<file path="src/logic/lsu_consts.svh">
`ifndef LSU_CONSTS_SVH
`define LSU_CONSTS_SVH

// data path and address width of the stage
`define LSU_XLEN 32

// byte lanes in one bus word
`define LSU_NBYTES 4

// width of the stage operation code
`define LSU_MEMOP_W 4

// width of the AMO operation code
`define LSU_AMOOP_W 4

// cycles allowed per request before a run is called hung
`define LSU_TIMEOUT_CYC 40

`endif

</file>
<file path="src/logic/dbus_pkg.sv">
`default_nettype none

`include "lsu_consts.svh"

package dbus_pkg;

    // held by the requester until ready
    typedef struct packed {
        logic                    valid;
        logic                    we;
        // byte address whose low bits give the lane offset
        logic [`LSU_XLEN-1:0]    addr;
        // already placed in its byte lanes
        logic [`LSU_XLEN-1:0]    wdata;
        logic [`LSU_NBYTES-1:0]  mask;
    } dbus_req_t;

    // ready is a single-cycle pulse with rdata valid in that cycle
    typedef struct packed {
        logic                  ready;
        logic [`LSU_XLEN-1:0]  rdata;
    } dbus_rsp_t;

endpackage

`default_nettype wire

</file>
<file path="src/logic/lsu_op_pkg.sv">
`default_nettype none

`include "lsu_consts.svh"

package lsu_op_pkg;

    // stage operation where none means ALU result bypass
    typedef enum logic [`LSU_MEMOP_W-1:0] {
        MEMOP_NONE,
        MEMOP_LB,
        MEMOP_LBU,
        MEMOP_LH,
        MEMOP_LHU,
        MEMOP_LW,
        MEMOP_SB,
        MEMOP_SH,
        MEMOP_SW,
        MEMOP_LR_W,
        MEMOP_SC_W,
        MEMOP_AMO
    } memop_e;

    // read-modify-write flavour used only by MEMOP_AMO
    typedef enum logic [`LSU_AMOOP_W-1:0] {
        AMOOP_SWAP,
        AMOOP_ADD,
        AMOOP_XOR,
        AMOOP_AND,
        AMOOP_OR,
        AMOOP_MIN,
        AMOOP_MAX,
        AMOOP_MINU,
        AMOOP_MAXU
    } amoop_e;

    // request from the pipeline held until done
    typedef struct packed {
        memop_e                op;
        amoop_e                amo_op;
        // ALU result
        logic [`LSU_XLEN-1:0]  addr;
        // rs2
        logic [`LSU_XLEN-1:0]  wdata;
    } lsu_req_t;

endpackage

`default_nettype wire

</file>
<file path="src/logic/amo_alu.sv">
`timescale 1ns/10ps
`default_nettype none

`include "lsu_consts.svh"

module amo_alu (
    input  lsu_op_pkg::amoop_e      op_i,
    input  wire [`LSU_XLEN-1:0]     mem_i,
    input  wire [`LSU_XLEN-1:0]     src_i,
    output logic [`LSU_XLEN-1:0]    result_o
);

    logic mem_ltu;
    logic mem_lt;

    assign mem_ltu = mem_i < src_i;

    // the negative one is smaller when signs differ
    // equal signs keep the unsigned order
    assign mem_lt = (mem_i[`LSU_XLEN-1] != src_i[`LSU_XLEN-1]) ? mem_i[`LSU_XLEN-1] : mem_ltu;

    // new memory word
    always_comb begin
        case (op_i)
            lsu_op_pkg::AMOOP_SWAP: result_o = src_i;
            lsu_op_pkg::AMOOP_ADD:  result_o = mem_i + src_i;
            lsu_op_pkg::AMOOP_XOR:  result_o = mem_i ^ src_i;
            lsu_op_pkg::AMOOP_AND:  result_o = mem_i & src_i;
            lsu_op_pkg::AMOOP_OR:   result_o = mem_i | src_i;
            lsu_op_pkg::AMOOP_MIN:  result_o = mem_lt ? mem_i : src_i;
            lsu_op_pkg::AMOOP_MAX:  result_o = mem_lt ? src_i : mem_i;
            lsu_op_pkg::AMOOP_MINU: result_o = mem_ltu ? mem_i : src_i;
            lsu_op_pkg::AMOOP_MAXU: result_o = mem_ltu ? src_i : mem_i;
            // unused codes behave as swap
            default:                result_o = src_i;
        endcase
    end

endmodule

`default_nettype wire

</file>
<file path="src/logic/amo_ctrl.sv">
`timescale 1ns/10ps
`default_nettype none

`include "lsu_consts.svh"

module amo_ctrl (
    input  wire                      clk,
    input  wire                      rst,
    input  wire                      start_i,
    input  lsu_op_pkg::memop_e       op_i,
    input  lsu_op_pkg::amoop_e       amo_op_i,
    input  wire [`LSU_XLEN-1:0]      addr_i,
    input  wire [`LSU_XLEN-1:0]      src_i,
    input  wire                      plain_store_i,
    input  dbus_pkg::dbus_rsp_t      dbus_rsp_i,
    output dbus_pkg::dbus_req_t      dbus_req_o,
    input  wire [`LSU_XLEN-1:0]      calc_i,
    output logic [`LSU_XLEN-1:0]     mem_o,
    output logic                     done_o,
    output logic [`LSU_XLEN-1:0]     result_o,
    output logic                     misalign_o
);

    // one-hot sequencer state
    typedef enum logic [3:0] {
        ST_IDLE  = 4'b0001,
        ST_LOAD  = 4'b0010,
        ST_CALC  = 4'b0100,
        ST_STORE = 4'b1000
    } state_e;

    state_e                 state_q;
    logic                   done_q;
    logic                   misalign_q;
    logic [`LSU_XLEN-1:0]   result_q;
    logic                   resv_valid_q;
    logic [`LSU_XLEN-1:0]   resv_addr_q;
    // old word and new word of a read-modify-write
    logic [`LSU_XLEN-1:0]   loaded_q;
    logic [`LSU_XLEN-1:0]   calc_q;

    logic is_lr;
    logic is_sc;
    logic aligned;
    logic sc_hit;
    logic accept;
    logic load_ack;

    assign is_lr    = op_i == lsu_op_pkg::MEMOP_LR_W;
    assign is_sc    = op_i == lsu_op_pkg::MEMOP_SC_W;
    assign aligned  = addr_i[1:0] == 2'b00;
    assign sc_hit   = resv_valid_q && (resv_addr_q == addr_i);
    // the done cycle still sees the old request and must not restart it
    assign accept   = start_i && !done_q && (state_q == ST_IDLE);
    assign load_ack = (state_q == ST_LOAD) && dbus_rsp_i.ready;

    always_ff @(posedge clk or posedge rst) begin
        if (rst) begin
            state_q      <= ST_IDLE;
            done_q       <= 1'b0;
            misalign_q   <= 1'b0;
            result_q     <= '0;
            resv_valid_q <= 1'b0;
        end else begin
            done_q     <= 1'b0;
            misalign_q <= 1'b0;
            case (state_q)
                ST_IDLE: begin
                    if (accept) begin
                        if (!aligned) begin
                            // refused with the reservation left alone
                            done_q     <= 1'b1;
                            misalign_q <= 1'b1;
                            result_q   <= '0;
                        end else if (is_sc && !sc_hit) begin
                            // failed SC gives no bus write
                            done_q       <= 1'b1;
                            result_q     <= 32'd1;
                            resv_valid_q <= 1'b0;
                        end else if (is_sc) begin
                            state_q <= ST_STORE;
                        end else begin
                            state_q <= ST_LOAD;
                        end
                    end
                end
                ST_LOAD: begin
                    if (dbus_rsp_i.ready) begin
                        if (is_lr) begin
                            result_q     <= dbus_rsp_i.rdata;
                            resv_valid_q <= 1'b1;
                            done_q       <= 1'b1;
                            state_q      <= ST_IDLE;
                        end else begin
                            state_q <= ST_CALC;
                        end
                    end
                end
                ST_CALC: begin
                    state_q <= ST_STORE;
                end
                ST_STORE: begin
                    if (dbus_rsp_i.ready) begin
                        // SC success gives 0 and an AMO gives the old word
                        result_q     <= is_sc ? '0 : loaded_q;
                        resv_valid_q <= 1'b0;
                        done_q       <= 1'b1;
                        state_q      <= ST_IDLE;
                    end
                end
                default: begin
                    state_q <= ST_IDLE;
                end
            endcase
            // any completed plain store kills the reservation
            if (plain_store_i) begin
                resv_valid_q <= 1'b0;
            end
        end
    end

    always_ff @(posedge clk) begin
        if (load_ack) begin
            loaded_q <= dbus_rsp_i.rdata;
        end
        if (load_ack && is_lr) begin
            resv_addr_q <= addr_i;
        end
        if (state_q == ST_CALC) begin
            calc_q <= calc_i;
        end
    end

    // own bus request is always a full word
    always_comb begin
        dbus_req_o.valid = (state_q == ST_LOAD) || (state_q == ST_STORE);
        dbus_req_o.we    = state_q == ST_STORE;
        dbus_req_o.addr  = {addr_i[`LSU_XLEN-1:2], 2'b00};
        dbus_req_o.wdata = is_sc ? src_i : calc_q;
        dbus_req_o.mask  = '1;
    end

    assign mem_o      = loaded_q;
    assign done_o     = done_q;
    assign result_o   = result_q;
    assign misalign_o = misalign_q;

    // legal encoding and busy only under a live atomic request
    a_state_legal: assert property (@(posedge clk) disable iff (rst)
        $onehot(state_q) && ((state_q == ST_IDLE) || start_i));

    a_done_pulse: assert property (@(posedge clk) disable iff (rst)
        done_q |=> !done_q);

    // ALU and bus fields depend on the request staying put while busy
    a_req_held: assert property (@(posedge clk) disable iff (rst)
        (state_q != ST_IDLE) |-> $stable({op_i, amo_op_i, addr_i, src_i}));

endmodule

`default_nettype wire

</file>
<file path="src/logic/lsu_lanes.sv">
`timescale 1ns/10ps
`default_nettype none

`include "lsu_consts.svh"

module lsu_lanes (
    input  lsu_op_pkg::memop_e        op_i,
    input  wire [`LSU_XLEN-1:0]       addr_i,
    input  wire [`LSU_XLEN-1:0]       wdata_i,
    input  wire [`LSU_XLEN-1:0]       rdata_i,
    output logic [`LSU_NBYTES-1:0]    mask_o,
    output logic [`LSU_XLEN-1:0]      wdata_o,
    output logic                      we_o,
    output logic [`LSU_XLEN-1:0]      load_data_o
);

    // unshifted strobes for the access size
    logic [`LSU_NBYTES-1:0] size_mask;
    // bit offset of the addressed lane
    logic [4:0]             lane_shift;
    // read word moved down so the addressed lane sits at bit 0
    logic [`LSU_XLEN-1:0]   rdata_low;

    assign lane_shift = {addr_i[1:0], 3'b000};

    // size decode shared by loads and stores
    always_comb begin
        size_mask = '0;
        we_o      = 1'b0;
        case (op_i)
            lsu_op_pkg::MEMOP_LB,
            lsu_op_pkg::MEMOP_LBU: begin
                size_mask = 4'b0001;
            end
            lsu_op_pkg::MEMOP_LH,
            lsu_op_pkg::MEMOP_LHU: begin
                size_mask = 4'b0011;
            end
            lsu_op_pkg::MEMOP_LW: begin
                size_mask = 4'b1111;
            end
            lsu_op_pkg::MEMOP_SB: begin
                size_mask = 4'b0001;
                we_o      = 1'b1;
            end
            lsu_op_pkg::MEMOP_SH: begin
                size_mask = 4'b0011;
                we_o      = 1'b1;
            end
            lsu_op_pkg::MEMOP_SW: begin
                size_mask = 4'b1111;
                we_o      = 1'b1;
            end
            default: begin
                size_mask = '0;
                we_o      = 1'b0;
            end
        endcase
    end

    // strobes and store data follow the byte offset
    assign mask_o  = size_mask << addr_i[1:0];
    assign wdata_o = wdata_i << lane_shift;

    assign rdata_low = rdata_i >> lane_shift;

    // pick byte or halfword and extend it
    always_comb begin
        case (op_i)
            lsu_op_pkg::MEMOP_LB:  load_data_o = {{24{rdata_low[7]}}, rdata_low[7:0]};
            lsu_op_pkg::MEMOP_LBU: load_data_o = {24'h0, rdata_low[7:0]};
            lsu_op_pkg::MEMOP_LH:  load_data_o = {{16{rdata_low[15]}}, rdata_low[15:0]};
            lsu_op_pkg::MEMOP_LHU: load_data_o = {16'h0, rdata_low[15:0]};
            // word loads return the word shifted down by the offset
            default:               load_data_o = rdata_low;
        endcase
    end

endmodule

`default_nettype wire

</file>
<file path="src/logic/lsu_top.sv">
`timescale 1ns/10ps
`default_nettype none

`include "lsu_consts.svh"

module lsu_top (
    input  wire                      clk,
    input  wire                      rst,
    input  wire                      valid_i,
    input  lsu_op_pkg::lsu_req_t     req_i,
    input  dbus_pkg::dbus_rsp_t      dbus_rsp_i,
    output dbus_pkg::dbus_req_t      dbus_req_o,
    output logic                     done_o,
    output logic [`LSU_XLEN-1:0]     result_o,
    output logic                     misalign_o,
    output logic                     stall_o
);

    logic is_plain;
    logic is_atomic;

    // plain path
    logic [`LSU_NBYTES-1:0] lane_mask;
    logic [`LSU_XLEN-1:0]   lane_wdata;
    logic                   lane_we;
    logic [`LSU_XLEN-1:0]   load_data;
    dbus_pkg::dbus_req_t    plain_req;
    logic                   plain_store_done;

    // atomic path
    dbus_pkg::dbus_req_t    amo_req;
    logic [`LSU_XLEN-1:0]   amo_mem;
    logic [`LSU_XLEN-1:0]   amo_calc;
    logic                   amo_done;
    logic [`LSU_XLEN-1:0]   amo_result;
    logic                   amo_misalign;

    always_comb begin
        is_plain  = 1'b0;
        is_atomic = 1'b0;
        case (req_i.op)
            lsu_op_pkg::MEMOP_LB,
            lsu_op_pkg::MEMOP_LBU,
            lsu_op_pkg::MEMOP_LH,
            lsu_op_pkg::MEMOP_LHU,
            lsu_op_pkg::MEMOP_LW,
            lsu_op_pkg::MEMOP_SB,
            lsu_op_pkg::MEMOP_SH,
            lsu_op_pkg::MEMOP_SW: is_plain = 1'b1;
            lsu_op_pkg::MEMOP_LR_W,
            lsu_op_pkg::MEMOP_SC_W,
            lsu_op_pkg::MEMOP_AMO: is_atomic = 1'b1;
            default: begin
                is_plain  = 1'b0;
                is_atomic = 1'b0;
            end
        endcase
    end

    lsu_lanes u_lanes (
        .op_i        (req_i.op),
        .addr_i      (req_i.addr),
        .wdata_i     (req_i.wdata),
        .rdata_i     (dbus_rsp_i.rdata),
        .mask_o      (lane_mask),
        .wdata_o     (lane_wdata),
        .we_o        (lane_we),
        .load_data_o (load_data)
    );

    // valid from the first cycle of the request
    always_comb begin
        plain_req.valid = valid_i && is_plain;
        plain_req.we    = lane_we;
        plain_req.addr  = req_i.addr;
        plain_req.wdata = lane_wdata;
        plain_req.mask  = lane_mask;
    end

    assign plain_store_done = plain_req.valid && lane_we && dbus_rsp_i.ready;

    amo_ctrl u_amo_ctrl (
        .clk           (clk),
        .rst           (rst),
        .start_i       (valid_i && is_atomic),
        .op_i          (req_i.op),
        .amo_op_i      (req_i.amo_op),
        .addr_i        (req_i.addr),
        .src_i         (req_i.wdata),
        .plain_store_i (plain_store_done),
        .dbus_rsp_i    (dbus_rsp_i),
        .dbus_req_o    (amo_req),
        .calc_i        (amo_calc),
        .mem_o         (amo_mem),
        .done_o        (amo_done),
        .result_o      (amo_result),
        .misalign_o    (amo_misalign)
    );

    amo_alu u_amo_alu (
        .op_i     (req_i.amo_op),
        .mem_i    (amo_mem),
        .src_i    (req_i.wdata),
        .result_o (amo_calc)
    );

    // bus owner follows the request class
    assign dbus_req_o = is_atomic ? amo_req : plain_req;

    always_comb begin
        if (is_atomic) begin
            done_o   = amo_done;
            result_o = amo_result;
        end else if (is_plain) begin
            done_o   = plain_req.valid && dbus_rsp_i.ready;
            result_o = load_data;
        end else begin
            // ALU bypass is done at once
            // unknown codes fall back to it too
            done_o   = valid_i;
            result_o = req_i.addr;
        end
    end

    assign misalign_o = is_atomic && amo_misalign;
    assign stall_o    = valid_i && !done_o;

    // bus request stays frozen through wait states while the pipeline holds
    a_bus_stable: assert property (@(posedge clk) disable iff (rst)
        (dbus_req_o.valid && !dbus_rsp_i.ready) |=> $stable(dbus_req_o));

endmodule

`default_nettype wire

</file>
<file path="config.mk">
export PLATFORM = sky130hd
export DESIGN_NAME = lsu_top
export DESIGN_NICKNAME = d
export VERILOG_FILES = /design/src/logic/dbus_pkg.sv /design/src/logic/lsu_op_pkg.sv /design/src/logic/amo_alu.sv /design/src/logic/amo_ctrl.sv /design/src/logic/lsu_lanes.sv /design/src/logic/lsu_top.sv
export VERILOG_INCLUDE_DIRS = /design/src /design/src/logic
export SDC_FILE = /design/constraint.sdc
export NUM_CORES = 1
export LEC_CHECK = 0
export BUFFER_PORTS_ARGS = -buffer_cell sky130_fd_sc_hd__buf_2
export CAP_MARGIN = 10
export CORE_UTILIZATION = 43
export DETAILED_ROUTE_END_ITERATION = 10
export PLACE_DENSITY = 0.63
export SLEW_MARGIN = 20
export SYNTH_ARGS = -nofsm -noshare
export SYNTH_HDL_FRONTEND = slang
export SYNTH_SLANG_ARGS = --single-unit
</file>
<file path="constraint.sdc">
create_clock -name clk -period 4.85 [get_ports clk]
set_input_delay 0.97 -clock clk [delete_from_list [all_inputs] [get_ports clk]]
set_output_delay 0.97 -clock clk [all_outputs]
set_load 0.05 [all_outputs]
</file>
==> summary.md, run 1 <==
| Metric | Value |
|---|---|
| Compound-Gate Fraction of Synth Area | 26.0% |
| Later-pin clock latency in the skew report | 0.44 ns |
| Vias post-DR | about 12000 |
| Largest area contributor in the netlist | edfxtp_1 |
| Avg Cell Area, Syn | about 8.4 µm² |
| Clk root buf | clkbuf_16 |
| Post-Synthesis Cell Area | about 12000 µm² |
| Core area | 27000 µm² |
| Final hold vios | 0 |
| Final count of negative-setup-slack endpoints | 0 |
| Wirelength per Cell | about 23 µm |
| Routability cong. | 0.983 |
| Total GRT Usage | between 30% and 40% |
| Cell count after placement | between 1500 and 2000 |
| Most frequent cells in the layout | buf_2, nand2_1, o21ai_0, a21oi_1 |
| Area contributors post-synth | edfxtp_1, ha_1, dfrtp_1 |
| Number of fill cells in the layout | about 2600 |
| DP Area | between 10000 and 15000 µm² |
| Crit path required time | around 3.9 ns |
| Slew margin rel. | a little over a fifth |
| Post-synthesis mux area share | 4.30% |
| Die area | 28300 µm² |
| Reg2reg path depth | 12 |
| Max Cap Viol | 0 |
| Synth Area in Adders | around a tenth |
| CP top delay family | simple AND/OR/NAND/NOR gates |
| Die width | between 150 and 200 µm |
| Area delta synth->final | 16.0% |
| Post-synthesis simple-gate area fraction | between 10% and 20% |
| Clk_skew | roughly 0.019 ns |
| Router iterations before antenna repair | 7 |
| Commonest non-fill, non-tap cell in the layout | buf_2 |
| Die Span Y | around 170 µm |
| RSZ-0062 raised after global routing | no |
| Setup Fix Bufs, Post-CTS | 0 |
| Final slew viol count | 0 |
| Seq/Total Area, Yosys | approximately 32% |
| Async S/R FF share, synth | between 20% and 30% |
| Slowest cell on the critical path | nor2_1 |
| Final ANT Viol Nets | 0 |
| Post-synth top area share | 24.2% |
| CTS max path bufs | 2 |
| Largest net degree at the start of global routing | 52 |
| Cts repair resizes | 0 |
| Hold worst-path end | u_amo_ctrl.result_o[1]$_DFFE_PP0P_ |
| R2R Setup Slk | 0.97 ns |
| Seq cells post-synth | about 140 |
| Synth cell types | 75 |
| Post-synth EDFFs | 96 |
| Critical path buffers and inverters | 2 |
| Setup WS post-layout | around 0.71 ns |
| Drt drc | 0 |
| RR Startpoint | u_amo_ctrl.mem_o[25]$_DFFE_PP_ |
| Overflow after GRT | 0 |
| Drt initial violations | between 1000 and 1500 |
| Status | finished clean |
| Multi-input logic area | between 7000 and 8000 µm² |
| FF+latch area | slightly below 4000 µm² |
| First-pass GRT wire length | 65500 µm |
| Crit path capture type | output port |
| Finished layout cell area | 13800 µm² |
| Reg2reg end | u_amo_ctrl.calc_q[23]$_DFFE_PP_ |
| Layout cell share with drive strength beyond 1 | between 20% and 30% |
| Fin crit share | approximately 85% |
| Number of global-route vias before repair | about 11000 |
| Clk sinks | 135 |
| Fmax | ~0.24 GHz |
| Crit path max fanout | 9 |
| Hold path depth | 2 |
| Arrival time at the worst endpoint | roughly 3.2 ns |
| Worst Hold Class | reg2reg |
| Vias per cell | a little over 6 |
| Worst path cell trace | buf_2 -> nor2_1 -> xor2_1 -> o21bai_1 -> nor2_1 -> a21oi_1 -> nor2_1 -> a21oi_1 -> o21ai_0 -> buf_2 |
| Worst Setup Path Type | in2out |
| Syn nets | 1630 |
| Worst slew pin tran | ~1.2 ns |
| CP max stage delay | roughly 0.47 ns |
| H-tree depth | 4 |
| Worst slack at placement | around 0.38 ns |
| Lkg Pwr | between 5 and 6 nW |
| Post-route setup TNS | 0 ns |
| Cell Pwr Density | about 340 nW/µm² |
| YS warnings | 0 |
| XOR/XNOR Fraction of Synth Area | ~3.4% |
| CP Depth | 10 |
| Row Count | 60 |
| PortBufs | around 210 |
| IR drop worst, VDD | 0.225 mV |
| Final HPWL DP | 32200 µm |
| Final min period | 4.14 ns |
| Total CTS buffers | 17 |
| Hold buffers post-CTS | 0 |
| Initial Util | approximately 44% |
| Largest family of logic cells by synthesized area | compound AO/OA/AOI/OAI gates |
| Main synth FF type | edfxtp_1 |
| Non-filler cells in the finished layout | 1931 |
| Initial antenna violation count | 2 |
| Hold path start | u_amo_ctrl.result_o[1]$_DFFE_PP0P_ |
| Reg clk slew, reported paths | around 0.07 ns |
| Final net count | between 1500 and 2000 |
| Cells after Synth | 1425 |
| I/O pin cnt | between 200 and 250 |
| CP Launch Type | input port |
| Total Wirelength | between 40000 and 50000 µm |
| Critical path's most frequent cell | nor2_1 |
| CTS tree | done |
## state kept, by name, indices dropped and copies added (netlist names)
register and count:
u_amo_ctrl.calc_q 32, u_amo_ctrl.mem_o 32, u_amo_ctrl.result_o 32, u_amo_ctrl.resv_addr_q 32
u_amo_ctrl.state_q 4, u_amo_ctrl.done_o 1, u_amo_ctrl.misalign_o 1, u_amo_ctrl.resv_valid_q 1
## routing by layer
layer | share of wire [%] | vias to the layer above | track usage, % | wire [µm]
met2 | 44 | 660 | 46.4 | 19200
met4 | 3.3 | 0 | 11.8 | 1440
met5 | 0 | - | 0 | 0
met1 | 43 | 5713 | 43.3 | 18900
li1 | - | 5484 | - | -
met3 | 9.5 | 92 | 5.03 | 4130
## final cells by class
type                    count  area share, %
repair buffers            258           10.5
multi-input cells        1077           51.6
well taps                 341           3.09
clock inverters            15           1.46
inverters                  86           2.34
diodes                      2         0.0362
clock buffers              17           3.08
flip-flops and latches    135           27.9
## kinds of logic (layout without fill, tap and decap cells)
kind of cell / Yosys count / count (layout)
flops: 135 / 135
other cells: 0 / 2
mux: 41 / 41
fa+ha+maj: 97 / 97
compound gates: 481 / 481
xor+xnor: 46 / 46
simple gates: 412 / 412
buf+inv: 213 / 376
## worst min-delay path, stage by stage (launching register included)
cell and delay (ns):
dfrtp_1 0.35, nand2_1 0.05, o21ai_0 0.06
## how the worst max path moves through the flow
stage	start	end	slack, ns
2_1_floorplan	req_i[68]	stall_o	0.04
3_5_place_dp	req_i[25]	u_amo_ctrl.calc_q[26]$_DFFE_PP_	0.38
3_3_place_gp	req_i[25]	u_amo_ctrl.calc_q[26]$_DFFE_PP_	0.44
5_1_grt	req_i[68]	result_o[24]	0.48
4_1_cts	req_i[68]	result_o[27]	0.74
6_report	req_i[68]	result_o[26]	0.71
## synthesized netlist by cell type, types with 11 or more instances
cell	n
a211oi_1	26
ha_1	96
a221oi_1	24
buf_2	18
inv_1	85
a22oi_1	48
buf_4	30
o21bai_1	15
a21oi_1	99
nand2b_1	11
xor2_1	37
clkbuf_1	65
nor3_1	16
dfrtp_1	38
mux2i_1	32
nor2b_1	19
a31oi_1	18
nand3_1	35
o221ai_1	20
nor2_1	88
nor4_1	12
nand2_1	200
o21ai_0	148
edfxtp_1	96
a221o_1	11
## report_power, final
part | internal (mW) | switching (mW)
clock | 0.793 | 0.630
combinational | 0.524 | 1.18
sequential | 1.41 | 0.127
total | 2.73 | 1.93
## through the flow
stage / total power, mW / hold WS (ns) / utilization [%]
global placement: 3.22 / 0.466 / 48.7
floorplan: 2.71 / 0.450 / -
detailed placement: 3.23 / 0.470 / 48.8
global route: 4.87 / 0.504 / 51.1
CTS: 4.65 / 0.485 / 51.1
finish: 4.66 / 0.486 / 51.1
No activity file was read; power rests on OpenSTA's default activity.
==> run 2, diff against run 1 <==
--- a/config.mk
+++ b/config.mk
@@ -8,6 +8,7 @@
 export LEC_CHECK = 0
 export BUFFER_PORTS_ARGS = -buffer_cell sky130_fd_sc_hd__buf_2
 export CAP_MARGIN = 10
+export CORE_ASPECT_RATIO = 1.4
 export CORE_UTILIZATION = 43
 export DETAILED_ROUTE_END_ITERATION = 10
 export PLACE_DENSITY = 0.63
==> summary.md, run 2 (synthesis gave the netlist of run 1 again) <==
| Metric | Value |
|---|---|
| Status | finished clean |
| Most frequent cells in the layout | buf_2, nand2_1, o21ai_0, a21oi_1 |
| H-tree depth | 4 (unchanged) |
| Post-layout util | 51.4% (+0.26 points) |
| Overflow after GRT | 0 (unchanged) |
| Final min period | 4.26 ns (+0.120 ns) |
| Post-route setup TNS | 0 ns (unchanged) |
| Total GRT Usage | 32.0% (+1.4 points) |
| Largest net degree at the start of global routing | 67 (+29%) |
| IR drop worst, VDD | 0.285 mV (+27%) |
| Worst slew pin tran | 1.11 ns (-0.0601 ns) |
| Setup Fix Bufs, Post-CTS | 0 (unchanged) |
| Max Cap Viol | 0 (unchanged) |
| Clk root buf | clkbuf_16 |
| Lkg Pwr | 5.95 nW (+0.26%) |
| Die Span Y | 199 µm (+18%) |
| Hold buffers post-CTS | 0 (unchanged) |
| Crit path required time | 3.88 ns (about the same) |
| Final hold vios | 0 (unchanged) |
| Final count of negative-setup-slack endpoints | 0 (unchanged) |
| Setup WS post-layout | 0.591 ns (-0.120 ns) |
| Vias post-DR | 11800 (-1.2%) |
| I/O pin cnt | 213 (unchanged) |
| Cell count after placement | 1927 (+1.6%) |
| Layout cell share with drive strength beyond 1 | 20.5% (+0.30 points) |
| Arrival time at the worst endpoint | 3.29 ns (+0.12 ns) |
| FF+latch area | 3860 µm² (unchanged) |
| CP Launch Type | input port |
| Number of global-route vias before repair | 11400 (+4.3%) |
| Router iterations before antenna repair | 5 (-2) |
| Crit path capture type | output port |
| Drt initial violations | 931 (-31%) |
| Total CTS buffers | 17 (unchanged) |
| Worst Setup Path Type | in2out |
| Worst Hold Class | reg2reg |
| Row Count | 71 (+18%) |
| Worst slack at placement | 0.419 ns (+0.0425 ns) |
| Area delta synth->final | 16.5% |
| Clk_skew | 0.0123 ns (-0.00662 ns) |
| Initial Util | 44.1% (about the same) |
| Cell Pwr Density | 336 nW/µm² (-0.49%) |
| Final HPWL DP | 33300 µm (+3.6%) |
| Routability cong. | 0.976 (-0.70%) |
| Total Wirelength | 44500 µm (+2.0%) |
| Final ANT Viol Nets | 0 (unchanged) |
| Number of fill cells in the layout | 2632 (+0.80%) |
| Non-filler cells in the finished layout | 1961 (+1.6%) |
| Fin crit share | 87.8% (+2.5 points) |
| Final net count | 1786 (+0.34%) |
| Wirelength per Cell | 22.7 µm (+0.42%) |
| Die area | 28400 µm² (about the same) |
| Vias per cell | 6.02 (-2.7%) |
| Die width | 143 µm (-15%) |
| Clk sinks | 135 (unchanged) |
| First-pass GRT wire length | 67100 µm (+2.5%) |
| Cts repair resizes | 0 (unchanged) |
| Slew margin rel. | 25.2% (+3.7 points) |
| CTS max path bufs | 2 (unchanged) |
| Reg clk slew, reported paths | 0.07 ns (about the same) |
| Later-pin clock latency in the skew report | 0.44 ns (about the same) |
| Commonest non-fill, non-tap cell in the layout | buf_2 |
| Final slew viol count | 0 (unchanged) |
| Fmax | 0.235 GHz (-2.8%) |
| Multi-input logic area | 7140 µm² (+0.14%) |
| Crit path max fanout | 9 (unchanged) |
| PortBufs | 212 (unchanged) |
| RSZ-0062 raised after global routing | no |
| Initial antenna violation count | 0 (-2) |
| Core area | 27000 µm² (about the same) |
| Drt drc | 0 (unchanged) |
| CTS tree | done |
==> run 2: changes by cell type in the layout (fill, tap and decap cells not counted), sizes merged <==
cell / change
buf: +6
inv: -6
clkinv: +2
clkbuf: +1
clkinvlp: +1
bufinv: +2
==> run 2: worst paths after layout <==
kind / from / to / slack (ns) / depth (start not counted)
min in group asynchronous: rst / u_amo_ctrl.result_o[4]$_DFFE_PP0P_ / 0.65 / 3
hold / removal: u_amo_ctrl.result_o[26]$_DFFE_PP0P_ / u_amo_ctrl.result_o[26]$_DFFE_PP0P_ / 0.49 / 2
max in group asynchronous: rst / u_amo_ctrl.result_o[27]$_DFFE_PP0P_ / 3.76 / 3
hold reg to reg: u_amo_ctrl.result_o[26]$_DFFE_PP0P_ / u_amo_ctrl.result_o[26]$_DFFE_PP0P_ / 0.49 / 2
setup reg to reg: u_amo_ctrl.mem_o[20]$_DFFE_PP_ / u_amo_ctrl.calc_q[11]$_DFFE_PP_ / 1.04 / 13
setup / recovery: req_i[68] / result_o[26] / 0.59 / 11
==> run 2: critical path: stages <==
cell	delay, ns
buf_2	0.15
nor2_1	0.42
xor2_1	0.13
o21bai_1	0.58
nor2_1	0.08
buf_4	0.20
a21oi_1	0.14
nor2_1	0.05
a21oi_1	0.19
o21ai_0	0.13
buf_2	0.24
==> run 2: layer usage <==
layer | vias up | share of wire [%] | track usage (%)
met4 | 0 | 5.3 | 18.1
met1 | 5645 | 40 | 38.6
met3 | 116 | 6.3 | 4.09
met2 | 565 | 49 | 54.8
li1 | 5478 | - | -
met5 | - | 0 | 0
==> run 2: final cells by class <==
cell class	instances	area share, %
inverter	86	2.33
clock inverter	14	1.43
timing repair buffer	264	10.6
tap	365	3.29
antenna	2	0.0361
multi-input combinational	1077	51.4
sequential	135	27.8
clock buffer	18	3.09
==> run 2: metrics by stage <==
step / hold slack, ns / power (mW) / instance area [µm²]
after CTS: 0.486 / 4.66 / 13900
final: 0.485 / 4.66 / 13900
after detailed placement: 0.471 / 3.24 / 13200
after global placement: 0.462 / 3.22 / 13200
after global routing: 0.508 / 4.87 / 13900
after floorplan: 0.450 / 2.71 / 11900
==> run 2: power by group <==
group | switching [mW] | internal, mW
combinational | 1.18 | 0.519
sequential | 0.124 | 1.41
clock | 0.560 | 0.866
==> run 3, diff against run 2 <==
--- a/config.mk
+++ b/config.mk
@@ -12,6 +12,7 @@
 export CORE_UTILIZATION = 43
 export DETAILED_ROUTE_END_ITERATION = 10
 export PLACE_DENSITY = 0.63
+export REMOVE_ABC_BUFFERS = 1
 export SLEW_MARGIN = 20
 export SYNTH_ARGS = -nofsm -noshare
 export SYNTH_HDL_FRONTEND = slang
==> summary.md, run 3 (synthesis gave the netlist of run 1 again) <==
| Metric | Value |
|---|---|
| Comb power frac | 38.0% (+1.6 points) |
| Number of global-route vias before repair | 11400 (-0.35%) |
| Hold buffers post-CTS | 0 (unchanged) |
| CTS max path bufs | 2 (unchanged) |
| Final min period | 4.32 ns (+0.0610 ns) |
| Row Count | 71 (unchanged) |
| Layout cell share with drive strength beyond 1 | 19.9% (-0.58 points) |
| Initial Util | 44.1% (unchanged) |
| Worst path cell trace | buf_2 -> inv_1 -> nand2_1 -> nor2_1 -> xnor2_2 -> o21ai_0 -> o21ai_0 -> buf_2 |
| Final count of negative-setup-slack endpoints | 0 (unchanged) |
| Final ANT Viol Nets | 0 (unchanged) |
| Final HPWL DP | 31200 µm (-6.4%) |
| Die Span Y | 199 µm (unchanged) |
| RSZ-0062 raised after global routing | no |
| Vias post-DR | 11800 (-0.33%) |
| Fmax | 0.232 GHz (-1.4%) |
| Drt drc | 0 (unchanged) |
| I/O pin cnt | 213 (unchanged) |
| Vias per cell | 6.03 (+0.23%) |
| Overflow after GRT | 0 (unchanged) |
| Cts repair resizes | 0 (unchanged) |
| First-pass GRT wire length | 64400 µm (-4.1%) |
| Max Cap Viol | 0 (unchanged) |
| H-tree depth | 4 (unchanged) |
| Wirelength per Cell | 21.7 µm (-4.3%) |
| Most frequent cells in the layout | buf_2, nand2_1, o21ai_0, a21oi_1 |
| Die width | 143 µm (unchanged) |
| Setup Fix Bufs, Post-CTS | 0 (unchanged) |
| Die area | 28400 µm² (unchanged) |
| Crit path capture type | output port |
| Antenna cells | 0 (-2) |
| Initial antenna violation count | 0 (unchanged) |
| Final slew viol count | 0 (unchanged) |
| Worst slew pin tran | 1.08 ns (-0.0335 ns) |
| Slew margin rel. | 27.8% (+2.6 points) |
| Reg2reg path depth | 12 (-1) |
| Area delta synth->final | 15.4% |
| Total CTS buffers | 17 (unchanged) |
| Sw Share | 41.2% (+1.2 points) |
| Slowest cell on the critical path | xnor2_2 |
| Cell Pwr Density | 323 nW/µm² (-4.0%) |
| Status | finished clean |
| Setup WS post-layout | 0.530 ns (-0.0610 ns) |
| Lkg Pwr | 5.88 nW (-1.2%) |
| Worst slack at placement | 0.370 ns (-0.0492 ns) |
| Router iterations before antenna repair | 5 (unchanged) |
| CP Launch Type | input port |
| Largest net degree at the start of global routing | 66 (-1.5%) |
| NetSw | 1.83 mW (-2.0%) |
| Final hold vios | 0 (unchanged) |
| Total GRT Usage | 30.3% (-1.7 points) |
| Clk network pwr share | 27.4% (-3.2 points) |
| Worst Setup Path Type | in2out |
| Final net count | 1777 (-0.50%) |
| CTS tree | done |
| Post-route setup TNS | 0 ns (unchanged) |
| Commonest non-fill, non-tap cell in the layout | buf_2 |
| Sequential power share | 34.7% (+1.7 points) |
| Fin crit share | 89.1% (+1.3 points) |
| Arrival time at the worst endpoint | 3.35 ns (+0.06 ns) |
| Drt initial violations | 903 (-3.0%) |
| Worst Hold Class | reg2reg |
| Internal cell power | 2.61 mW (-6.7%) |
| Reg clk slew, reported paths | 0.06 ns (about the same) |
| CP max stage delay | 0.83 ns (+0.25 ns) |
| Clk sinks | 135 (unchanged) |
| PortBufs | 212 (unchanged) |
| IR drop worst, VDD | 0.261 mV (-8.5%) |
| Routability cong. | 0.953 (-2.4%) |
| Total Wirelength | 42400 µm (-4.8%) |
| Core area | 27000 µm² (unchanged) |
| Crit path max fanout | 24 (+15) |
| Later-pin clock latency in the skew report | 0.44 ns (about the same) |
| Post-layout util | 50.9% (-0.49 points) |
| Crit path required time | 3.88 ns (about the same) |
| Clk_skew | 0.00704 ns (-0.00530 ns) |
| Clk root buf | clkbuf_16 |
| R2R Setup Slk | 0.87 ns (-0.17 ns) |
| Hold path depth | 2 (unchanged) |
[run 3: path summary, 6_finish.rpt]
path                                                     from                                   to
setup / recovery                                    req_i[69]                         result_o[21]
hold / removal             u_amo_ctrl.result_o[1]$_DFFE_PP0P_   u_amo_ctrl.result_o[1]$_DFFE_PP0P_
setup reg to reg               u_amo_ctrl.mem_o[31]$_DFFE_PP_      u_amo_ctrl.calc_q[11]$_DFFE_PP_
hold reg to reg            u_amo_ctrl.result_o[1]$_DFFE_PP0P_   u_amo_ctrl.result_o[1]$_DFFE_PP0P_
max in group asynchronous                                 rst  u_amo_ctrl.result_o[26]$_DFFE_PP0P_
min in group asynchronous                                 rst      u_amo_ctrl.misalign_o$_DFF_PP0_
[run 3: stage by stage]
step / total power, mW / hold slack, ns / cell area, µm² / cells
2_1_floorplan: 2.59 / 0.450 / 11300 / 1298
3_3_place_gp: 3.20 / 0.465 / 13200 / 1918
3_5_place_dp: 3.23 / 0.474 / 13200 / 1918
4_1_cts: 4.44 / 0.487 / 13700 / 1950
5_1_grt: 4.65 / 0.502 / 13700 / 1950
6_report: 4.43 / 0.484 / 13700 / 1950
[run 3: final cells by class]
class,count,area (µm²)
Multi-Input combinational cell,1077,7140
Clock buffer,21,450
Timing Repair Buffer,255,1430
Tap cell,365,457
Inverter,86,323
Fill cell,2643,13300
Clock inverter,11,78.8
Sequential cell,135,3860
[run 3: critical path: cells and delay by family]
family                    cells  cell delay [ns]
buffers and inverters         3             0.65
and+or+nand+nor               2             0.29
AOI/OAI and AO/OA             2             0.60
xor gates and xnor gates      1             0.83
[run 3: power groups by stage]
stage / logic (mW) / clock network [mW] / registers (mW)
finish: 1.68 / 1.21 / 1.54
global route: 1.82 / 1.27 / 1.56
CTS: 1.68 / 1.23 / 1.54
detailed placement: 1.68 / 0 / 1.55
global placement: 1.65 / 0 / 1.55
floorplan: 1.08 / 0 / 1.51
[run 3: per-layer routing]
metal / share of wire (%) / global-route usage, % / vias to the layer above
li1: - / - / 5456
met1: 40 / 35.9 / 5669
met2: 50 / 53.2 / 528
met3: 5.0 / 3.11 / 112
met4: 5.1 / 16.8 / 0
met5: 0 / 0 / -
